File: src/source/rv_pkg.sv
// RV64I core package with opcodes, ALU operations, FSM states and control/status structs.

package rv_pkg;

    // ------------------------------
    // Instruction encodings
    // ------------------------------
    typedef enum logic [6:0] {
        OPC_OP     = 7'b0110011,
        OPC_OP_IMM = 7'b0010011,
        OPC_LOAD   = 7'b0000011,
        OPC_STORE  = 7'b0100011,
        OPC_BRANCH = 7'b1100011,
        OPC_JAL    = 7'b1101111,
        OPC_LUI    = 7'b0110111,
        OPC_SYSTEM = 7'b1110011
    } opcode_e;

    typedef enum logic [2:0] {
        ALU_ADD,
        ALU_SUB,
        ALU_AND,
        ALU_OR,
        ALU_XOR,
        ALU_SLT,
        ALU_SLTU
    } alu_op_e;

    typedef enum logic [2:0] {IMM_I, IMM_S, IMM_B, IMM_J, IMM_U} imm_sel_e;

    // ------------------------------
    // Datapath mux selects
    // ------------------------------
    typedef enum logic [1:0] {SRC_A_PC, SRC_A_OLD_PC, SRC_A_RS1} src_a_e;
    typedef enum logic [1:0] {SRC_B_RS2, SRC_B_IMM, SRC_B_FOUR} src_b_e;
    typedef enum logic [1:0] {RES_ALU_REG, RES_MDR, RES_ALU, RES_IMM} result_e;

    typedef enum logic [3:0] {
        S_FETCH, S_FETCH_WAIT, S_DECODE,
        S_EXEC_R, S_EXEC_I, S_ALU_WB,
        S_MEM_ADDR, S_MEM_RD, S_MEM_RD_WAIT, S_MEM_WB, S_MEM_WR, S_MEM_WR_WAIT,
        S_BRANCH, S_JUMP, S_LUI_WB,
        S_HALT
    } state_e;

    // ------------------------------
    // Control and status bundles
    // ------------------------------
    typedef struct packed {
        logic      pc_we;
        logic      old_pc_we;
        logic      instr_we;
        logic      reg_we;
        logic      mdr_we;
        logic      addr_sel;    // 0 drives PC, 1 drives the ALU result register.
        src_a_e    src_a;
        src_b_e    src_b;
        alu_op_e   alu_op;
        imm_sel_e  imm_sel;
        result_e   result_sel;
    } ctrl_t;

    typedef struct packed {
        opcode_e    op;
        logic [2:0] funct3;
        logic       funct7_5;
        logic       zero;
    } status_t;

endpackage

File: src/source/control_fsm.sv
// Control FSM that sequences fetch, decode, execute, memory and writeback one instruction at a time.

`timescale 1ns/1ns

module control_fsm
    import rv_pkg::*;
(
    input  logic    clk,
    input  logic    i_rst,
    input  status_t i_status,
    input  logic    i_mem_rd_done,
    input  logic    i_mem_wr_done,
    output ctrl_t   o_ctrl,
    output logic    o_mem_rd,
    output logic    o_mem_wr,
    output logic    o_halt
);

    state_e   state;
    state_e   state_next;
    imm_sel_e imm_fmt;
    alu_op_e  alu_func;
    logic     branch_taken;

    // ------------------------------
    // State and request strobes
    // ------------------------------

    // Request strobes are registered from the next state.
    // After reset the strobe is clear, so FETCH idles one cycle before issuing.
    always_ff @(posedge clk) begin
        if (i_rst) begin
            state    <= S_FETCH;
            o_mem_rd <= 1'b0;
            o_mem_wr <= 1'b0;
        end else begin
            state    <= state_next;
            o_mem_rd <= (state_next == S_FETCH) || (state_next == S_MEM_RD);
            o_mem_wr <= (state_next == S_MEM_WR);
        end
    end

    assign o_halt = (state == S_HALT);

    always_comb begin
        state_next = state;
        case (state)
            S_FETCH: begin
                if (o_mem_rd) begin
                    state_next = S_FETCH_WAIT;
                end
            end
            S_FETCH_WAIT: begin
                if (i_mem_rd_done) begin
                    state_next = S_DECODE;
                end
            end
            S_DECODE: begin
                case (i_status.op)
                    OPC_OP:                state_next = S_EXEC_R;
                    OPC_OP_IMM, OPC_LUI:   state_next = S_EXEC_I;
                    OPC_LOAD, OPC_STORE:   state_next = S_MEM_ADDR;
                    OPC_BRANCH:            state_next = S_BRANCH;
                    OPC_JAL:               state_next = S_JUMP;
                    default:               state_next = S_HALT;
                endcase
            end
            S_EXEC_R:      state_next = S_ALU_WB;
            // Lui uses EXEC_I as a spacer so its write lands with the ALU ops.
            S_EXEC_I:      state_next = (i_status.op == OPC_LUI) ? S_LUI_WB : S_ALU_WB;
            S_MEM_ADDR:    state_next = (i_status.op == OPC_LOAD) ? S_MEM_RD : S_MEM_WR;
            S_MEM_RD:      state_next = S_MEM_RD_WAIT;
            S_MEM_RD_WAIT: state_next = i_mem_rd_done ? S_MEM_WB : S_MEM_RD_WAIT;
            S_MEM_WR:      state_next = S_MEM_WR_WAIT;
            S_MEM_WR_WAIT: state_next = i_mem_wr_done ? S_FETCH : S_MEM_WR_WAIT;
            S_JUMP:        state_next = S_ALU_WB;
            S_HALT:        state_next = S_HALT;
            default:       state_next = S_FETCH;
        endcase
    end

    // ------------------------------
    // Instruction decode helpers
    // ------------------------------
    always_comb begin
        case (i_status.op)
            OPC_STORE:  imm_fmt = IMM_S;
            OPC_BRANCH: imm_fmt = IMM_B;
            OPC_JAL:    imm_fmt = IMM_J;
            OPC_LUI:    imm_fmt = IMM_U;
            default:    imm_fmt = IMM_I;
        endcase
    end

    always_comb begin
        case (i_status.funct3)
            3'b000:  alu_func = (i_status.op == OPC_OP && i_status.funct7_5) ? ALU_SUB : ALU_ADD;
            3'b010:  alu_func = ALU_SLT;
            3'b011:  alu_func = ALU_SLTU;
            3'b100:  alu_func = ALU_XOR;
            3'b110:  alu_func = ALU_OR;
            3'b111:  alu_func = ALU_AND;
            default: alu_func = ALU_ADD;
        endcase
    end

    // Beq and bne only.
    assign branch_taken = (i_status.funct3 == 3'b000) ? i_status.zero :
                          (i_status.funct3 == 3'b001) ? !i_status.zero : 1'b0;

    // ------------------------------
    // Control outputs per state
    // ------------------------------

    // Defaults hold rs1 + imm on the ALU, which keeps the data address stable.
    always_comb begin
        o_ctrl            = '0;
        o_ctrl.src_a      = SRC_A_RS1;
        o_ctrl.src_b      = SRC_B_IMM;
        o_ctrl.alu_op     = ALU_ADD;
        o_ctrl.imm_sel    = imm_fmt;
        o_ctrl.result_sel = RES_ALU_REG;
        case (state)
            S_FETCH_WAIT: begin
                o_ctrl.src_a      = SRC_A_PC;
                o_ctrl.src_b      = SRC_B_FOUR;
                o_ctrl.result_sel = RES_ALU;
                o_ctrl.instr_we   = i_mem_rd_done;
                o_ctrl.old_pc_we  = i_mem_rd_done;
                o_ctrl.pc_we      = i_mem_rd_done;
            end
            // Branch and jump target into the ALU result register.
            S_DECODE:      o_ctrl.src_a = SRC_A_OLD_PC;
            S_EXEC_R: begin
                o_ctrl.src_b  = SRC_B_RS2;
                o_ctrl.alu_op = alu_func;
            end
            S_EXEC_I:      o_ctrl.alu_op = alu_func;
            S_ALU_WB:      o_ctrl.reg_we = 1'b1;
            S_LUI_WB: begin
                o_ctrl.reg_we     = 1'b1;
                o_ctrl.result_sel = RES_IMM;
            end
            S_MEM_RD:      o_ctrl.addr_sel = 1'b1;
            S_MEM_RD_WAIT: begin
                o_ctrl.addr_sel = 1'b1;
                o_ctrl.mdr_we   = i_mem_rd_done;
            end
            S_MEM_WB: begin
                o_ctrl.reg_we     = 1'b1;
                o_ctrl.result_sel = RES_MDR;
            end
            S_MEM_WR, S_MEM_WR_WAIT: o_ctrl.addr_sel = 1'b1;
            S_BRANCH: begin
                o_ctrl.src_b  = SRC_B_RS2;
                o_ctrl.alu_op = ALU_SUB;
                o_ctrl.pc_we  = branch_taken;
            end
            // Target to PC while the ALU forms the link value.
            S_JUMP: begin
                o_ctrl.src_a = SRC_A_OLD_PC;
                o_ctrl.src_b = SRC_B_FOUR;
                o_ctrl.pc_we = 1'b1;
            end
            default: ;
        endcase
    end

endmodule

File: config.mk
export PLATFORM = sky130hd
export DESIGN_NAME = control_fsm
export DESIGN_NICKNAME = d
export VERILOG_FILES = /design/src/source/rv_pkg.sv /design/src/source/control_fsm.sv
export SDC_FILE = /design/constraint.sdc
export NUM_CORES = 1
export LEC_CHECK = 0
export BUFFER_PORTS_ARGS = -buffer_cell sky130_fd_sc_hd__buf_2
export CAP_MARGIN = 15
export CELL_PAD_IN_SITES_DETAIL_PLACEMENT = 1
export CELL_PAD_IN_SITES_GLOBAL_PLACEMENT = 1
export CORE_MARGIN = 8
export CORE_UTILIZATION = 33
export DETAILED_ROUTE_END_ITERATION = 8
export PLACE_DENSITY = 0.83
export SKIP_LAST_GASP = 1
export SYNTH_ARGS = -nofsm -noshare
export SYNTH_HDL_FRONTEND = slang
export SYNTH_SLANG_ARGS = --single-unit
File: constraint.sdc
create_clock -name clk -period 6 [get_ports clk]
set_input_delay 0.3 -clock clk [delete_from_list [all_inputs] [get_ports clk]]
set_output_delay 0.3 -clock clk [all_outputs]
set_load 0.02 [all_outputs]
==> impl_metrics.toml <==
[clock_network]
postCtsSetupBuffers = 0
cts_resized = 0
clk_path_buf_depth = 2
cts.sinks = 6
hold_buffers = 0
cts_root_buf = "clkbuf_4"
h-tree-depth = 1
clkLatencyLatePin_ps = 250
cts_tree = "built"
cts_inserted_buffers = 3
clk_transition_reported_paths_ps = 50

[detailed_routing]
drt-vias-per-instance = 5.66
drt-wirelength-per-cell_um = 15.5
ant_nets = 0
dr_total_vias = 1031
drc = 0
drt_iter0_drc = 23
routed_wirelength_um = 2820
dr.pass1.iters = 4

[floorplanning]
ios = 37
start_util = 0.340
fp.coreArea_um2 = 2410
die_area_um2 = 4330
fp.dieH_um = 65.8
die_w_um = 65.8
row_count = 18

[sta]
final.period_utilization = 0.403
tns_ps = 0
clock.fmax_ghz = 0.414
finalSetupViolCount = 0
period_needed_ps = 2420
rsz0062_at_grt = "false"
drv_slew = 0
skew_ps = 5.08
finalHoldViolations = 0
slew_headroom = 0.645
tightest_slew_ps = 531

[synth]
yosys_most_used_dff = "dfxtp_1"
synth_edf_count = 0
synthMuxAreaShare = 0.0366
synth_fp_nets = 138
synthSimpleGateAreaFrac = 0.522
synth_top_family_by_area = "simple AND/OR/NAND/NOR gates"
netlist_area_um2 = 820
synth_compound_area_frac = 0.209
synth_cell_types = 44
ys_ff_latch = 6
post_synth_fa_ha_maj_area_fraction = 0
synth_top_area_share = 0.147
synth_xor_area_frac = 0.0107
async_flop_share = 0
ys_seq_area_frac = 0.147
synth.area.top_cells = "dfxtp_1 (15%), nor2_1 (8.2%), nand2_1 (5.5%)"
synthCells = 122
yosysWarnings = 0
yosysTopAreaCell = "dfxtp_1"
syn_area_per_cell_um2 = 6.72

[placed_design]
gp_congestion = 0.800
portBuffers = 36
numPlacedInstances = 179
dp_hpwl_um = 2250

[cells_and_area]
area_growth_syn_to_layout_pct = 22.3
post-route-util = 0.416
final_common_cell = "buf_2"
finalNetCount = 170
final_cell_mix = "buf_2 (36), nor2_1 (18), nand2_1 (12)"
fin_cells = 182
n_antenna_cell = 0
final_layout_size_suffix_gt1_frac = 0.316

[hold_path]
min_path_type = "input port to flip-flop"

[power]
internal_power_mw = 0.170
power_density_nw_per_um2 = 364
power_frac_seq = 0.246
p_clk_frac = 0.101
p_sw_frac = 0.534
switching_power_mw = 0.195
combPwrFrac = 0.653
ir_worst_vdd_mv = 0.185
power.leakage_nw = 0.452

[global_route]
antenna_found_initial = 0
grt_use_total = 0.133
grt_pass1_vias = 1009
grt_overflow = 0
grt_max_degree = 18
grt_pass1_wl_um = 4710

[flow_run]
maxCapViolCount = 0

[critical_path]
cp.required_ps = 6140
crit_fanout = 14
worst_setup_path_start_kind = "flip-flop"
worst-setup-path-type = "flip-flop to flip-flop"
crit_arrival_ps = 2560
setup.worst_path.end_class = "flip-flop"

[outcome]
outcome = "complete, no violations"
through the flow:
stage,worst slack (ps),total power [mW],hold WS (ps),area [um2]
floorplan,3730,0.263,367,820
global placement,3640,0.319,540,980
detailed placement,3600,0.327,549,980
CTS,3590,0.367,283,1000
global route,3470,0.399,286,1000
finish,3580,0.365,289,1000
cells in the mapped netlist, drive strengths merged, types with 2 or more instances:
cell type and number:
a211oi 3, a21oi 5, a31oi 2, and3 3, buf 2, clkbuf 7, dfxtp 6, mux2i 3
nand2 12, nand2b 4, nand3 7, nand3b 2, nand4b 3, nor2 18, nor2b 8, nor3 5
nor4b 2, o21ai 6, or2 2, or3 2, or4 3
cell type report:
type	instances	area [um2]
fill	333	1410
multi-input combinational	106	638
timing repair buffer	36	180
sequential	6	120
tap	30	37.5
clock buffer	3	22.5
inverter	1	3.75
per-layer routing:
layer / share of wire / vias to the layer above / GRT usage
met3: 0.056 / 3 / 0.0322
met2: 0.49 / 27 / 0.227
met1: 0.44 / 495 / 0.156
met5: 0 / - / 0
met4: 0.010 / 0 / 0.0490
li1: - / 506 / -
power groups by stage:
stage	Sequential [mW]	Clock, mW	Combinational (mW)
finish	0.0898	0.0371	0.238
global route	0.0938	0.0423	0.263
CTS	0.0882	0.0391	0.240
detailed placement	0.0888	0	0.238
global placement	0.0862	0	0.233
floorplan	0.0680	0	0.195
final timing paths:
path / start / end / slack [ps] / depth (start not counted)
worst max-delay path: state[0] / o_mem_wr / 3580 / 6
worst max register to register: state[0] / o_mem_wr / 3580 / 6
worst min-delay path: i_rst / state[3] / 290 / 2
worst min register to register: o_mem_rd / state[0] / 730 / 4
worst max-delay path: stages (launching register included):
cell	delay, ps
dfxtp_1	430
or4_1	540
or4_1	440
nor2b_1	150
or4_4	420
nor2b_4	140
and4b_1	180
sequential cells by signal, indices dropped and copies added (netlist names):
name / flops
o_mem_wr: 1
o_mem_rd: 1
state: 4
logic make-up after synthesis:
| kind of cell | after synthesis |
|---|---|
| AO/OA/AOI/OAI | 26 |
| buffers and inverters | 10 |
| multiplexers | 3 |
| AND/OR/NAND/NOR | 76 |
| XOR/XNOR | 1 |
| flip-flops | 6 |
(Power assumes the default switching activity.)
